`config.mk`:
```
export PLATFORM = sky130hd
export DESIGN_NAME = conv1x1_top
export DESIGN_NICKNAME = d
export VERILOG_FILES = /design/src/conv1x1_pkg.sv /design/src/conv_loop_buffer.sv /design/src/conv_weight_mult.sv /design/src/conv_channel_adder.sv /design/src/conv_out_align.sv /design/src/conv1x1_top.sv
export SDC_FILE = /design/constraint.sdc
export NUM_CORES = 1
export LEC_CHECK = 0
export BUFFER_PORTS_ARGS = -buffer_cell sky130_fd_sc_hd__buf_2
export CORE_MARGIN = 4
export CORE_UTILIZATION = 40
export CTS_CLUSTER_SIZE = 8
export DETAILED_ROUTE_END_ITERATION = 8
export GPL_TIMING_DRIVEN = 0
export PLACE_DENSITY = 0.6
export SYNTH_ARGS = -nofsm -noshare
export SYNTH_HDL_FRONTEND = slang
export SYNTH_SLANG_ARGS = --single-unit
export TNS_END_PERCENT = 100
```
`constraint.sdc`:
```
create_clock -name clk -period 15.19 [get_ports clk]
set_input_delay 3.038 -clock clk [delete_from_list [all_inputs] [get_ports clk]]
set_output_delay 3.038 -clock clk [all_outputs]
set_load 0.01 [all_outputs]
```
`src/conv1x1_pkg.sv`:
```
package conv1x1_pkg;

  ////////////////////////////////////////////////////////////
  // Number format
  ////////////////////////////////////////////////////////////

  // Signed fixed point, 8 fraction bits
  localparam int DATA_WIDTH = 16;
  localparam int FRAC_BITS  = 8;

  // Headroom for the sum over input channels
  localparam int ACC_WIDTH  = 40;

  typedef logic signed [DATA_WIDTH-1:0] data_t;
  typedef logic signed [ACC_WIDTH-1:0]  acc_t;

  // Clamp limits of data_t, held at accumulator width
  localparam acc_t DATA_MAX = acc_t'(2 ** (DATA_WIDTH - 1) - 1);
  localparam acc_t DATA_MIN = -acc_t'(2 ** (DATA_WIDTH - 1));

  ////////////////////////////////////////////////////////////
  // Stream beats
  ////////////////////////////////////////////////////////////

  // One replayed channel value
  typedef struct packed {
    data_t data;
    logic  first;
    logic  last;
  } pxl_beat_t;

  // One product, flags follow the beat
  typedef struct packed {
    acc_t prod;
    logic first;
    logic last;
  } prod_beat_t;

  // Drop the fraction bits, then clamp into data_t
  function automatic data_t round_sat(input acc_t value);
    acc_t shifted;
    shifted = value >>> FRAC_BITS;
    if (shifted > DATA_MAX) begin
      return data_t'(DATA_MAX);
    end
    if (shifted < DATA_MIN) begin
      return data_t'(DATA_MIN);
    end
    return data_t'(shifted);
  endfunction

endpackage

```
`src/conv_loop_buffer.sv`:
```
`timescale 1ns/1ns

module conv_loop_buffer #(
  parameter int CHANNEL_NUM_IN  = 4,
  parameter int CHANNEL_NUM_OUT = 3
) (
  input  logic                   clk,
  input  logic                   reset,
  input  logic                   valid_in,
  input  conv1x1_pkg::data_t     pxl_in,
  output conv1x1_pkg::pxl_beat_t beat,
  output logic                   beat_valid
);

  localparam int IC_W = (CHANNEL_NUM_IN > 1) ? $clog2(CHANNEL_NUM_IN) : 1;
  localparam int OC_W = (CHANNEL_NUM_OUT > 1) ? $clog2(CHANNEL_NUM_OUT) : 1;
  localparam logic [IC_W-1:0] IC_LAST = IC_W'(CHANNEL_NUM_IN - 1);
  localparam logic [OC_W-1:0] OC_LAST = OC_W'(CHANNEL_NUM_OUT - 1);

  // Two banks, one filling while the other replays
  conv1x1_pkg::data_t bank [2][CHANNEL_NUM_IN];

  logic [IC_W-1:0] cap_cnt;
  logic            cap_bank;
  logic            cap_done;

  logic            rep_active;
  logic            rep_bank;
  logic [IC_W-1:0] rep_ic;
  logic [OC_W-1:0] rep_oc;
  logic            rep_end;

  ////////////////////////////////////////////////////////////
  // Capture side
  ////////////////////////////////////////////////////////////

  assign cap_done = valid_in && (cap_cnt == IC_LAST);

  always_ff @(posedge clk) begin
    if (valid_in) begin
      bank[cap_bank][cap_cnt] <= pxl_in;
    end
  end

  always_ff @(posedge clk) begin
    if (reset) begin
      cap_cnt  <= '0;
      cap_bank <= 1'b0;
    end else if (valid_in) begin
      if (cap_done) begin
        cap_cnt  <= '0;
        cap_bank <= ~cap_bank;
      end else begin
        cap_cnt <= cap_cnt + 1'b1;
      end
    end
  end

  ////////////////////////////////////////////////////////////
  // Replay side
  ////////////////////////////////////////////////////////////

  assign rep_end = (rep_ic == IC_LAST) && (rep_oc == OC_LAST);

  // A fresh hand-off wins over the end of the previous replay
  always_ff @(posedge clk) begin
    if (reset) begin
      rep_active <= 1'b0;
      rep_bank   <= 1'b0;
      rep_ic     <= '0;
      rep_oc     <= '0;
    end else if (cap_done) begin
      rep_active <= 1'b1;
      rep_bank   <= cap_bank;
      rep_ic     <= '0;
      rep_oc     <= '0;
    end else if (rep_active) begin
      if (rep_end) begin
        rep_active <= 1'b0;
        rep_ic     <= '0;
        rep_oc     <= '0;
      end else if (rep_ic == IC_LAST) begin
        rep_ic <= '0;
        rep_oc <= rep_oc + 1'b1;
      end else begin
        rep_ic <= rep_ic + 1'b1;
      end
    end
  end

  // Inner loop over input channels marks first and last
  assign beat_valid = rep_active;
  assign beat.data  = bank[rep_bank][rep_ic];
  assign beat.first = (rep_ic == '0);
  assign beat.last  = (rep_ic == IC_LAST);

endmodule

```
`src/conv_weight_mult.sv`:
```
`timescale 1ns/1ns

module conv_weight_mult #(
  parameter int CHANNEL_NUM_IN  = 4,
  parameter int CHANNEL_NUM_OUT = 3
) (
  input  logic                    clk,
  input  logic                    reset,
  input  logic                    valid_weight_in,
  input  conv1x1_pkg::data_t      weight_in,
  input  conv1x1_pkg::pxl_beat_t  beat,
  input  logic                    beat_valid,
  output conv1x1_pkg::prod_beat_t prod,
  output logic                    prod_valid
);

  // One weight per input and output channel pair
  localparam int NUM_WEIGHTS = CHANNEL_NUM_IN * CHANNEL_NUM_OUT;
  localparam int PTR_W = (NUM_WEIGHTS > 1) ? $clog2(NUM_WEIGHTS) : 1;
  localparam logic [PTR_W-1:0] PTR_LAST = PTR_W'(NUM_WEIGHTS - 1);

  conv1x1_pkg::data_t wmem [NUM_WEIGHTS];

  logic [PTR_W-1:0] load_ptr;
  logic [PTR_W-1:0] read_ptr;

  ////////////////////////////////////////////////////////////
  // Weight load
  ////////////////////////////////////////////////////////////

  always_ff @(posedge clk) begin
    if (valid_weight_in) begin
      wmem[load_ptr] <= weight_in;
    end
  end

  // Wraps so a new full set replaces the old one
  always_ff @(posedge clk) begin
    if (reset) begin
      load_ptr <= '0;
    end else if (valid_weight_in) begin
      if (load_ptr == PTR_LAST) begin
        load_ptr <= '0;
      end else begin
        load_ptr <= load_ptr + 1'b1;
      end
    end
  end

  ////////////////////////////////////////////////////////////
  // Multiply
  ////////////////////////////////////////////////////////////

  // Replay order matches the output-channel-major weight order
  always_ff @(posedge clk) begin
    if (reset) begin
      read_ptr <= '0;
    end else if (beat_valid) begin
      if (read_ptr == PTR_LAST) begin
        read_ptr <= '0;
      end else begin
        read_ptr <= read_ptr + 1'b1;
      end
    end
  end

  always_ff @(posedge clk) begin
    if (beat_valid) begin
      prod.prod  <= conv1x1_pkg::acc_t'(beat.data) * conv1x1_pkg::acc_t'(wmem[read_ptr]);
      prod.first <= beat.first;
      prod.last  <= beat.last;
    end
  end

  always_ff @(posedge clk) begin
    if (reset) begin
      prod_valid <= 1'b0;
    end else begin
      prod_valid <= beat_valid;
    end
  end

endmodule

```
`src/conv_channel_adder.sv`:
```
`timescale 1ns/1ns

module conv_channel_adder (
  input  logic                    clk,
  input  logic                    reset,
  input  conv1x1_pkg::prod_beat_t prod,
  input  logic                    prod_valid,
  output conv1x1_pkg::data_t      sum,
  output logic                    sum_valid
);

  ////////////////////////////////////////////////////////////
  // Accumulator
  ////////////////////////////////////////////////////////////

  conv1x1_pkg::acc_t acc;
  conv1x1_pkg::acc_t acc_next;

  // First product of an output channel restarts the sum
  always_comb begin
    if (prod.first) begin
      acc_next = prod.prod;
    end else begin
      acc_next = acc + prod.prod;
    end
  end

  always_ff @(posedge clk) begin
    if (prod_valid) begin
      acc <= acc_next;
    end
  end

  ////////////////////////////////////////////////////////////
  // Result
  ////////////////////////////////////////////////////////////

  // Final sum taken straight from acc_next, no extra cycle
  always_ff @(posedge clk) begin
    if (prod_valid && prod.last) begin
      sum <= conv1x1_pkg::round_sat(acc_next);
    end
  end

  // One pulse per output channel
  always_ff @(posedge clk) begin
    if (reset) begin
      sum_valid <= 1'b0;
    end else begin
      sum_valid <= prod_valid && prod.last;
    end
  end

endmodule

```
`src/conv_out_align.sv`:
```
`timescale 1ns/1ns

module conv_out_align #(
  parameter int FIFO_DEPTH = 8
) (
  input  logic               clk,
  input  logic               reset,
  input  conv1x1_pkg::data_t din,
  input  logic               wr_en,
  output conv1x1_pkg::data_t pxl_out,
  output logic               valid_out
);

  localparam int PTR_W = (FIFO_DEPTH > 1) ? $clog2(FIFO_DEPTH) : 1;
  localparam int CNT_W = $clog2(FIFO_DEPTH + 1);
  localparam logic [PTR_W-1:0] PTR_LAST = PTR_W'(FIFO_DEPTH - 1);

  conv1x1_pkg::data_t mem [FIFO_DEPTH];

  logic [PTR_W-1:0] wr_ptr;
  logic [PTR_W-1:0] rd_ptr;
  logic [CNT_W-1:0] count;
  logic             full;
  logic             empty;
  logic             read_en;
  logic             do_wr;
  logic             do_rd;

  assign full  = (count == CNT_W'(FIFO_DEPTH));
  assign empty = (count == '0);
  assign do_wr = wr_en && !full;
  assign do_rd = read_en && !empty;

  ////////////////////////////////////////////////////////////
  // Storage and pointers
  ////////////////////////////////////////////////////////////

  always_ff @(posedge clk) begin
    if (do_wr) begin
      mem[wr_ptr] <= din;
    end
    if (do_rd) begin
      pxl_out <= mem[rd_ptr];
    end
  end

  always_ff @(posedge clk) begin
    if (reset) begin
      wr_ptr <= '0;
      rd_ptr <= '0;
      count  <= '0;
    end else begin
      if (do_wr) begin
        wr_ptr <= (wr_ptr == PTR_LAST) ? '0 : wr_ptr + 1'b1;
      end
      if (do_rd) begin
        rd_ptr <= (rd_ptr == PTR_LAST) ? '0 : rd_ptr + 1'b1;
      end
      // Occupancy holds when both sides move together
      if (do_wr && !do_rd) begin
        count <= count + 1'b1;
      end else if (do_rd && !do_wr) begin
        count <= count - 1'b1;
      end
    end
  end

  ////////////////////////////////////////////////////////////
  // Drain control
  ////////////////////////////////////////////////////////////

  // Draining starts once the FIFO has filled and never stops
  always_ff @(posedge clk) begin
    if (reset) begin
      read_en   <= 1'b0;
      valid_out <= 1'b0;
    end else begin
      if (full) begin
        read_en <= 1'b1;
      end
      valid_out <= do_rd;
    end
  end

endmodule

```
`src/conv1x1_top.sv`:
```
`timescale 1ns/1ns

module conv1x1_top #(
  parameter int CHANNEL_NUM_IN  = 4,
  parameter int CHANNEL_NUM_OUT = 3,
  parameter int FIFO_DEPTH      = 8
) (
  input  logic               clk,
  input  logic               reset,
  input  logic               valid_in,
  input  conv1x1_pkg::data_t pxl_in,
  input  logic               valid_weight_in,
  input  conv1x1_pkg::data_t weight_in,
  output conv1x1_pkg::data_t pxl_out,
  output logic               valid_out
);

  ////////////////////////////////////////////////////////////
  // Stage links
  ////////////////////////////////////////////////////////////

  conv1x1_pkg::pxl_beat_t  beat;
  logic                    beat_valid;
  conv1x1_pkg::prod_beat_t prod;
  logic                    prod_valid;
  conv1x1_pkg::data_t      sum;
  logic                    sum_valid;

  // Capture one pixel, replay it per output channel
  conv_loop_buffer #(
    .CHANNEL_NUM_IN  (CHANNEL_NUM_IN),
    .CHANNEL_NUM_OUT (CHANNEL_NUM_OUT)
  ) conv_loop_buffer_inst (
    .clk        (clk),
    .reset      (reset),
    .valid_in   (valid_in),
    .pxl_in     (pxl_in),
    .beat       (beat),
    .beat_valid (beat_valid)
  );

  conv_weight_mult #(
    .CHANNEL_NUM_IN  (CHANNEL_NUM_IN),
    .CHANNEL_NUM_OUT (CHANNEL_NUM_OUT)
  ) conv_weight_mult_inst (
    .clk             (clk),
    .reset           (reset),
    .valid_weight_in (valid_weight_in),
    .weight_in       (weight_in),
    .beat            (beat),
    .beat_valid      (beat_valid),
    .prod            (prod),
    .prod_valid      (prod_valid)
  );

  conv_channel_adder conv_channel_adder_inst (
    .clk        (clk),
    .reset      (reset),
    .prod       (prod),
    .prod_valid (prod_valid),
    .sum        (sum),
    .sum_valid  (sum_valid)
  );

  // Holds results until the first fill, then streams them out
  conv_out_align #(
    .FIFO_DEPTH (FIFO_DEPTH)
  ) conv_out_align_inst (
    .clk       (clk),
    .reset     (reset),
    .din       (sum),
    .wr_en     (sum_valid),
    .pxl_out   (pxl_out),
    .valid_out (valid_out)
  );

endmodule

```
# Yosys cells after proc, flatten, opt, wreduce, memory -nomap -nowiden
# Memories as Yosys holds them, arrays and structs flattened. A register that Yosys moved wholly into a read port is not among the register bits.
# Index checks and enable logic that the tools add are counted.
# classes
n_addsub	10
n_mul	1
magnitude_cmp	5
n_eq_ne	8
n_mux	39
bitwise	3
n_reduce_logical	19
# op_table
operator	n
$mux W16	7
$mux W64	1
$add A40 B40 Y40	1
$mux W40	1
$bmux W16 S2	1
$demux W16 S2	1
$gt A32 B16 Y1 const B	1
$lt A32 B16 Y1 const B	1
$mul A16 B16 Y32	1
$mux W4	6
$mux W1	15
$add A4 B1 Y4 const B	3
$eq A4 B4 Y1 const B	3
$mux W2	5
$logic_and A1 B1 Y1	8
$add A2 B1 Y2 const B	3
$add A3 B1 Y3 const B	2
$eq A2 B2 Y1 const B	3
$eq A3 B3 Y1 const B	2
$ge A3 B3 Y1 const B	2
$mux W3	2
$not A2 Y3	2
$logic_not A1 Y1	4
$logic_not A4 Y1	1
other kinds (7)	9
# word_totals
regBits	129
mem_bits_rw	448
output_inout_bits	17
mem_count	3
# memory_table
memory	words	width	rd	rd_clocked_by_memory_dff	wr	line	text
conv_weight_mult_inst.wmem	12	16	1	1	1	conv_weight_mult.sv:22	conv1x1_pkg::data_t wmem [NUM_WEIGHTS];
conv_loop_buffer_inst.bank	2	64	1	1	1	conv_loop_buffer.sv:21	conv1x1_pkg::data_t bank [2][CHANNEL_NUM_IN];
conv_out_align_inst.mem	8	16	1	1	1	conv_out_align.sv:18	conv1x1_pkg::data_t mem [FIFO_DEPTH];

# Longest topological paths before layout
# Gate-level depths: netlist of the first run.
# depth
word_depth	9
mapped_depth	31
mapped_depth_nobuf	28

# Modules after synthesis
# A second synthesis of the first run with hierarchy kept.
# unflattened
hier_cells	2650
hier_area_um2	35397.7
# modules_own_cells
mod	n_inst	cells_each	area_each_um2
conv_weight_mult	1	1508	18873.1
conv_out_align	1	279	6065.8
conv_loop_buffer	1	275	5351.4
conv_channel_adder	1	588	5107.4

# Worst setup path before layout of the first run
# No wires, ideal clock.
# synth_path
path_type	register to register
startpoint	register (tool-made name)
endpoint	register conv_weight_mult_inst.prod[30] (netlist name)
t_arrival_ns	7.925
path_slack_ns	7.006
path_stages_with_launch	27
n_path_buf	3
period_less_slack_ns	8.184
path_cell_list	dfxtp_1 -> buf_1 -> buf_2 -> mux4_2 -> a21oi_1 -> clkbuf_1 -> nor2_1 -> fa_1 -> inv_1 -> fa_1 -> fa_1 -> fa_1 -> inv_1 -> fa_1 -> inv_1 -> fa_1 -> inv_1 -> ha_1 -> a21o_1 -> a41oi_1 -> o22ai_1 -> or4b_1 -> a311oi_2 -> o21ai_1 -> a31o_2 -> a21oi_1 -> xnor2_1

==> impl_summary.txt, run 1 <==
----------------------------------------------------
[Place]
  Area post-placement ... 36420 um^2
  Post-Place Cells ... 3793
  Buffers added on ports ... 50
  Gp weighted congestion ... 0.9299
  HPWL after detailed placement ... 59.60 mm

[Final layout]
  Count of inserted antenna diode cells ... 0
  Number of filler instances in the final layout ... 7662
  Footprint of the flip-flops and latches ... 17360 um^2
  Leading cell type in the layout, fill and taps excluded ... sky130_fd_sc_hd__edfxtp_1
  Area growth syn-to-layout ... 12.68%
  Most used cells in the layout excluding fill and tap cells ... sky130_fd_sc_hd__edfxtp_1, sky130_fd_sc_hd__inv_1, sky130_fd_sc_hd__fa_1
  Footprint of the multi-input gates ... 15500 um^2
  Layout net count ... 3175
  Fraction of layout cells with a size suffix above 1 ... 0.1273
  Final standard cell count with taps included and fillers excluded ... 3925
  Final instance area ... 38910 um^2

[Worst hold path]
  WHS Path Cells ... 2
  Type of the worst min-delay path ... reg -> reg
  Start point of the worst hold path ... conv_loop_buffer_inst.rep_bank
  Worst hold endpoint ... conv_loop_buffer_inst.rep_bank

[Floorplan]
  Effective utilization at floorplan ... 0.4043
  Core Region ... 85410 um^2
  I/O pin total ... 53
  Cell row count ... 107
  Die extent in y ... 301.8 um
  Die outline width ... 301.8 um
  Full die area ... 91090 um^2

[Routing]
  Routed wire length per instance ... 20.30 um
  Routed Antenna Nets ... 0
  Overall via count from detail_route ... 20340
  Count of TritonRoute iterations in the first routing pass ... 7
  Vias per Instance ... 5.182
  Residual DRC count ... 0
  Overall routed net length ... 79.69 mm
  DRC marker count from the first detailed-route iteration ... 1139

[STA]
  Final number of max-transition violations ... 0
  Total Neg Setup Slack ... 0 ns
  Measured slew at the worst slew-check pin ... 1.187 ns
  Worst rel slew slack ... 0.1862
  Post-layout minimum cycle time ... 10.20 ns
  Setup Viol. Count Final ... 0
  Unrepaired setup endpoints after global routing ... no
  Final Cycle Share ... 0.6714
  Hold Fails Final Rpt ... 0
  Maximum clock skew at final layout ... 0.04416 ns
  Highest achievable clock rate ... 98.05 MHz

[Clock network]
  Buffers inserted by post-CTS timing repair ... 0
  Clock transition time at the flip-flop clock pins of the worst setup and hold paths ... 0.05 ns
  CTS sink cnt ... 590
  Number of levels in the clock H-tree ... 3
  CTS Hold Buffers Added ... 0
  Maximum clock insertion buffer count ... 3
  TritonCTS clock tree ... built
  Number of buffers created by CTS ... 85
  Resize count post-CTS ... 0
  Clock network latency to the later pin of the worst-skew pair ... 0.64 ns
  Cell at the root of the clock tree ... sky130_fd_sc_hd__clkbuf_16

[GRT]
  Wire length of the first global-routing pass ... 127.0 mm
  Total routing resource utilization after global routing ... 0.1798
  Via count of the first global-routing pass ... 22050
  Total gr overflow ... 0
  Number of antenna violations at the first check in global routing ... 1
  Largest net degree at the start of global routing ... 36

[Setup path]
  Biggest fanout along the worst timing path ... 10
  Setup CP Type ... reg -> reg
  Capturing point of the worst reg2reg path ... conv_weight_mult_inst.prod[40]
  Category of the worst setup path capture point ... register
  Slowest stage cell, crit path ... sky130_fd_sc_hd__a21oi_1
  Required time at the worst-slack endpoint ... 15.52 ns
  Most numerous cell on the critical path ... sky130_fd_sc_hd__fa_1
  Reg-to-reg setup timing slack ... 4.99 ns
  Depth of the worst register-to-register path ... 28
  Largest incremental delay on the critical path ... 0.95 ns
  Launching element type of the critical path ... register
  Critical path data arrival time ... 10.53 ns

[Logic synthesis]
  Share of flip-flops with an asynchronous set or reset ... 0
  Number of warnings reported in the yosys synthesis log ... 0
  Average cell area after synthesis ... 13.35 um^2
  Post-synthesis cell area ... 34530 um^2
  Most used flip-flop cell after synthesis ... sky130_fd_sc_hd__edfxtp_1
  Number of synthesized flops with an enable pin ... 554
  Flip-flop and latch count after synthesis ... 590
  Gate count after technology mapping ... 2586
  Syn_nets ... 3025
  Distinct cell type count of the synthesized netlist ... 90
  Sequential area share after synthesis ... 0.5026

[Run]
  Max-cap viol count ... 0

[Status]
  Run status ... completed

----------------------------------------------------
area by class of cell:
cell class,instances,share of cell area
inverters,365,0.03521
repair buffers,63,0.01061
multi-input cells,1540,0.3984
plain buffers,91,0.009197
flip-flops and latches,590,0.4461
clock buffers,123,0.05943
well taps,1144,0.03679
clock inverters,9,0.004245
per-stage QoR:
step                setup slack [ns]  utilization  hold slack, ns
global placement               5.078       0.4240          0.4565
detailed placement             5.014       0.4264          0.4847
global route                   4.387       0.4555          0.5551
finish                         4.991       0.4555          0.5101
CTS                            4.965       0.4555          0.4984
floorplan                      7.006            -          0.4364
synthesized netlist by cell type, drive strengths merged (6+ instances only):
library cell | number | area, um^2
edfxtp | 554 | 16640
inv | 365 | 1370
fa | 264 | 5285
nor2 | 227 | 854.6
nand2 | 213 | 799.5
ha | 139 | 1739
mux4 | 112 | 2522
a21oi | 94 | 489.2
o21ai | 64 | 320.3
clkbuf | 63 | 236.5
xnor2 | 49 | 429.2
dfxtp | 36 | 720.7
a21o | 32 | 241.5
and2 | 29 | 181.4
mux2i | 29 | 290.3
nand2b | 29 | 181.4
buf | 28 | 121.4
nor3 | 23 | 125.1
mux2 | 22 | 247.7
xor2 | 21 | 191.4
nand3 | 16 | 80.08
and3 | 15 | 93.84
nor2b | 13 | 81.33
o21a | 13 | 105.1
a211oi | 11 | 125.1
a21bo | 8 | 80.08
nand4 | 8 | 50.05
or2 | 8 | 50.05
or3 | 8 | 50.05
a31oi | 7 | 50.05
o21bai | 7 | 52.55
nor3b | 6 | 50.05
o211ai | 6 | 50.05
per-layer routing:
metal | up-vias | GRT usage | share of wire
met5 | - | 0 | 0.00016
met4 | 2 | 0.05320 | 0.026
met3 | 143 | 0.02756 | 0.042
met2 | 540 | 0.3069 | 0.49
met1 | 10370 | 0.2396 | 0.44
li1 | 9288 | - | -
state kept, by name (all words and copies together), names as in the netlist, 16 cells and up, named ones only:
signal and count:
conv_channel_adder_inst.acc 40, conv_channel_adder_inst.sum 16, conv_loop_buffer_inst.bank 128, conv_out_align_inst.mem 128, conv_out_align_inst.pxl_out 16, conv_weight_mult_inst.prod 34
conv_weight_mult_inst.wmem 192
worst max-delay path, delay by kind of cell (launching register included):
kind	cells	cell delay, ns
buffers and inverters	8	2.24
XOR/XNOR	1	0.14
multiplexers	1	0.55
adder cells (fa/ha/maj)	7	3.28
AO/OA/AOI/OAI	7	2.70
flip-flops	1	0.39
AND/OR/NAND/NOR	4	0.59
cell families after synthesis:
family | count (synthesis) | synth area share
simple gates | 611 | 0.07925
xor+xnor | 70 | 0.01797
compound gates | 293 | 0.05805
buf+inv | 456 | 0.05004
mux | 163 | 0.08863
fa+ha+maj | 403 | 0.2034
flops | 590 | 0.5026
how the worst max path moves through the flow:
stage,from,endpoint,slack [ns],depth (start not counted)
2_1_floorplan,register,conv_weight_mult_inst.prod[30],7.01,26
3_3_place_gp,register,conv_weight_mult_inst.prod[40],5.08,28
3_5_place_dp,register,conv_weight_mult_inst.prod[40],5.01,28
4_1_cts,register,conv_weight_mult_inst.prod[40],4.96,28
5_1_grt,register,conv_weight_mult_inst.prod[40],4.39,28
6_report,register,conv_weight_mult_inst.prod[40],4.99,28
Power of run 1 is left out: the tool's default activity adds up to more than one toggle a clock period on the data nets, which glitch-free logic cannot reach.
==> run 2, diff against run 1 <==
clock period = 9.4 ns   (was 15.19 ns; I/O delays follow)
==> run 2 against run 1 <==
Clock skew about the same. Core utilization up 0.088 points. Worst setup slack worse by 4.5 ns. First-iteration DRC count up 6.4%. Critical path depth down 2. Final area up 0.19%. Critical endpoint unchanged. Global-route usage about the same. Wire length about the same. Largest cell class unchanged. Die area unchanged.
==> impl_summary.txt, run 2 (synthesis gave the netlist of run 1 again) <==
----------------------------------------------------
[Status]
  Run status ... completed (unchanged)

[Worst hold path]
  WHS Path Cells ... 2 (unchanged)
  Worst hold endpoint ... conv_loop_buffer_inst.rep_bank (unchanged)
  Start point of the worst hold path ... conv_loop_buffer_inst.rep_bank (unchanged)
  Type of the worst min-delay path ... reg -> reg (unchanged)

[Place]
  Gp weighted congestion ... 0.9299 (unchanged)
  Post-Place Cells ... 3793 (unchanged)
  Area post-placement ... 36420 um^2 (unchanged)
  Buffers added on ports ... 50 (unchanged)
  Dpl ws ... -0.7756 ns (was 5.014 ns)
  HPWL after detailed placement ... 59.60 mm (unchanged)

[Final layout]
  Final standard cell count with taps included and fillers excluded ... 3925 (unchanged)
  Layout net count ... 3175 (unchanged)
  Flip-flop count of the largest register after layout ... 192 (unchanged)
  Final instance area ... 38980 um^2 (was 38910 um^2)
  Count of inserted antenna diode cells ... 0 (unchanged)
  Leading cell type in the layout, fill and taps excluded ... sky130_fd_sc_hd__edfxtp_1 (unchanged)
  Most flop-heavy register ... conv_weight_mult_inst.wmem (unchanged)
  Fraction of layout cells with a size suffix above 1 ... 0.1341 (was 0.1273)
  Most used cells in the layout excluding fill and tap cells ... sky130_fd_sc_hd__edfxtp_1, sky130_fd_sc_hd__inv_1, sky130_fd_sc_hd__fa_1 (unchanged)
  Top flop regs ... conv_weight_mult_inst.wmem (192), conv_loop_buffer_inst.bank (128), conv_out_align_inst.mem (128) (unchanged)
  Area growth syn-to-layout ... 12.90% (was 12.68%)

[Setup path]
  Most numerous cell on the critical path ... sky130_fd_sc_hd__fa_1 (unchanged)
  Capturing point of the worst reg2reg path ... conv_weight_mult_inst.prod[40] (unchanged)
  Biggest fanout along the worst timing path ... 10 (unchanged)
  Setup CP Type ... reg -> reg (unchanged)
  Required time at the worst-slack endpoint ... 9.73 ns (was 15.52 ns)
  Depth of the worst register-to-register path ... 26 (was 28)
  Slowest stage cell, crit path ... sky130_fd_sc_hd__o21ai_1 (was sky130_fd_sc_hd__a21oi_1)
  Category of the worst setup path capture point ... register (unchanged)
  Reg-to-reg setup timing slack ... 0.45 ns (was 4.99 ns)
  Critical path data arrival time ... 9.28 ns (was 10.53 ns)
  Largest incremental delay on the critical path ... 0.92 ns (was 0.95 ns)
  Launching element type of the critical path ... register (unchanged)

[STA]
  Post-layout minimum cycle time ... 8.948 ns (was 10.20 ns)
  Total Neg Setup Slack ... 0 ns (unchanged)
  Maximum clock skew at final layout ... 0.04432 ns (was 0.04416 ns)
  Measured slew at the worst slew-check pin ... 1.163 ns (was 1.187 ns)
  Highest achievable clock rate ... 111.8 MHz (was 98.05 MHz)
  Final Cycle Share ... 0.9520 (was 0.6714)
  Worst rel slew slack ... 0.2249 (was 0.1862)
  Worst setup margin ... 0.4517 ns (was 4.991 ns)
  Final number of max-transition violations ... 0 (unchanged)
  Hold Fails Final Rpt ... 0 (unchanged)
  Setup Viol. Count Final ... 0 (unchanged)
  Unrepaired setup endpoints after global routing ... no (unchanged)

[Routing]
  DR WL met2 ... 39.30 mm (was 39.43 mm)
  Met3 WL post-DR ... 3.474 mm (was 3.368 mm)
  Count of TritonRoute iterations in the first routing pass ... 5 (was 7)
  Overall routed net length ... 79.71 mm (was 79.69 mm)
  Overall via count from detail_route ... 20350 (was 20340)
  Residual DRC count ... 0 (unchanged)
  Routed wire length per instance ... 20.31 um (was 20.30 um)
  Routed Antenna Nets ... 0 (unchanged)
  Vias per Instance ... 5.184 (was 5.182)
  Uppermost routed layer ... met5 (unchanged)
  Total routed wire length on the met1 layer ... 34.68 mm (was 34.80 mm)
  DRC marker count from the first detailed-route iteration ... 1212 (was 1139)

[Clock network]
  Clock transition time at the flip-flop clock pins of the worst setup and hold paths ... 0.05 ns (about the same)
  Cell at the root of the clock tree ... sky130_fd_sc_hd__clkbuf_16 (unchanged)
  Maximum clock insertion buffer count ... 3 (unchanged)
  Number of buffers created by CTS ... 85 (unchanged)
  CTS Hold Buffers Added ... 0 (unchanged)
  TritonCTS clock tree ... built (unchanged)
  Clock network latency to the later pin of the worst-skew pair ... 0.63 ns (was 0.64 ns)
  Number of levels in the clock H-tree ... 3 (unchanged)
  CTS sink cnt ... 590 (unchanged)
  Buffers inserted by post-CTS timing repair ... 0 (unchanged)

[GRT]
  Total gr overflow ... 0 (unchanged)
  Total routing resource utilization after global routing ... 0.1798 (about the same)
  Number of antenna violations at the first check in global routing ... 1 (unchanged)
  Via count of the first global-routing pass ... 22050 (about the same)
  Wire length of the first global-routing pass ... 127.1 mm (was 127.0 mm)
  Largest net degree at the start of global routing ... 36 (unchanged)

[Floorplan]
  I/O pin total ... 53 (unchanged)
  Core Region ... 85410 um^2 (unchanged)
  Die extent in y ... 301.8 um (unchanged)
  Full die area ... 91090 um^2 (unchanged)
  Effective utilization at floorplan ... 0.4043 (unchanged)
  Die outline width ... 301.8 um (unchanged)
  Cell row count ... 107 (unchanged)

[Run]
  Max-cap viol count ... 0 (unchanged)

----------------------------------------------------
==> run 2: timing repair <==
action	4_1_cts	5_1_grt
hold endpoints to repair	0	0
setup endpoints to repair	8	6
resized for setup	12	20
==> run 2: per-layer routing <==
metal	vias up	track usage
met3	146	0.02778
met4	2	0.05332
li1	9288	-
met2	562	0.3071
met1	10350	0.2393
met5	-	0
==> run 2: area by class of cell <==
type / instances / area (um^2)
well taps: 1144 / 1431
fillers: 7662 / 46430
flip-flops and latches: 590 / 17360
clock buffers: 123 / 2312
plain buffers: 91 / 385.4
multi-input cells: 1540 / 15550
repair buffers: 63 / 412.9
inverters: 365 / 1370
clock inverters: 9 / 165.2
==> run 2: critical path, delay by kind of cell (launching register included) <==
| kind | cells | cell delay (ns) |
|---|---|---|
| AO/OA/AOI/OAI | 7 | 2.49 |
| buffers and inverters | 6 | 1.36 |
| multiplexers | 1 | 0.29 |
| AND/OR/NAND/NOR | 4 | 0.67 |
| XOR/XNOR | 1 | 0.14 |
| adder cells (fa/ha/maj) | 7 | 3.39 |
| flip-flops | 1 | 0.30 |
==> run 2: stage by stage <==
step / util / hold slack [ns]
after detailed placement: 0.4264 / 0.4847
after global placement: 0.4240 / 0.4565
after global routing: 0.4564 / 0.5551
final: 0.4564 / 0.5096
after floorplan: - / 0.4364
after CTS: 0.4559 / 0.4984
==> run 2: how the worst max path moves through the flow <==
stage / start / to / slack (ns) / depth (start not counted)
floorplan: register / conv_weight_mult_inst.prod[30] / 1.22 / 26
global placement: register / conv_weight_mult_inst.prod[40] / -0.71 / 28
detailed placement: register / conv_weight_mult_inst.prod[40] / -0.78 / 28
CTS: register / conv_weight_mult_inst.prod[40] / 0.004 / 28
global route: register / conv_weight_mult_inst.prod[40] / 0.003 / 29
finish: register / conv_weight_mult_inst.prod[40] / 0.45 / 26
Power of run 2 is left out for the same reason.
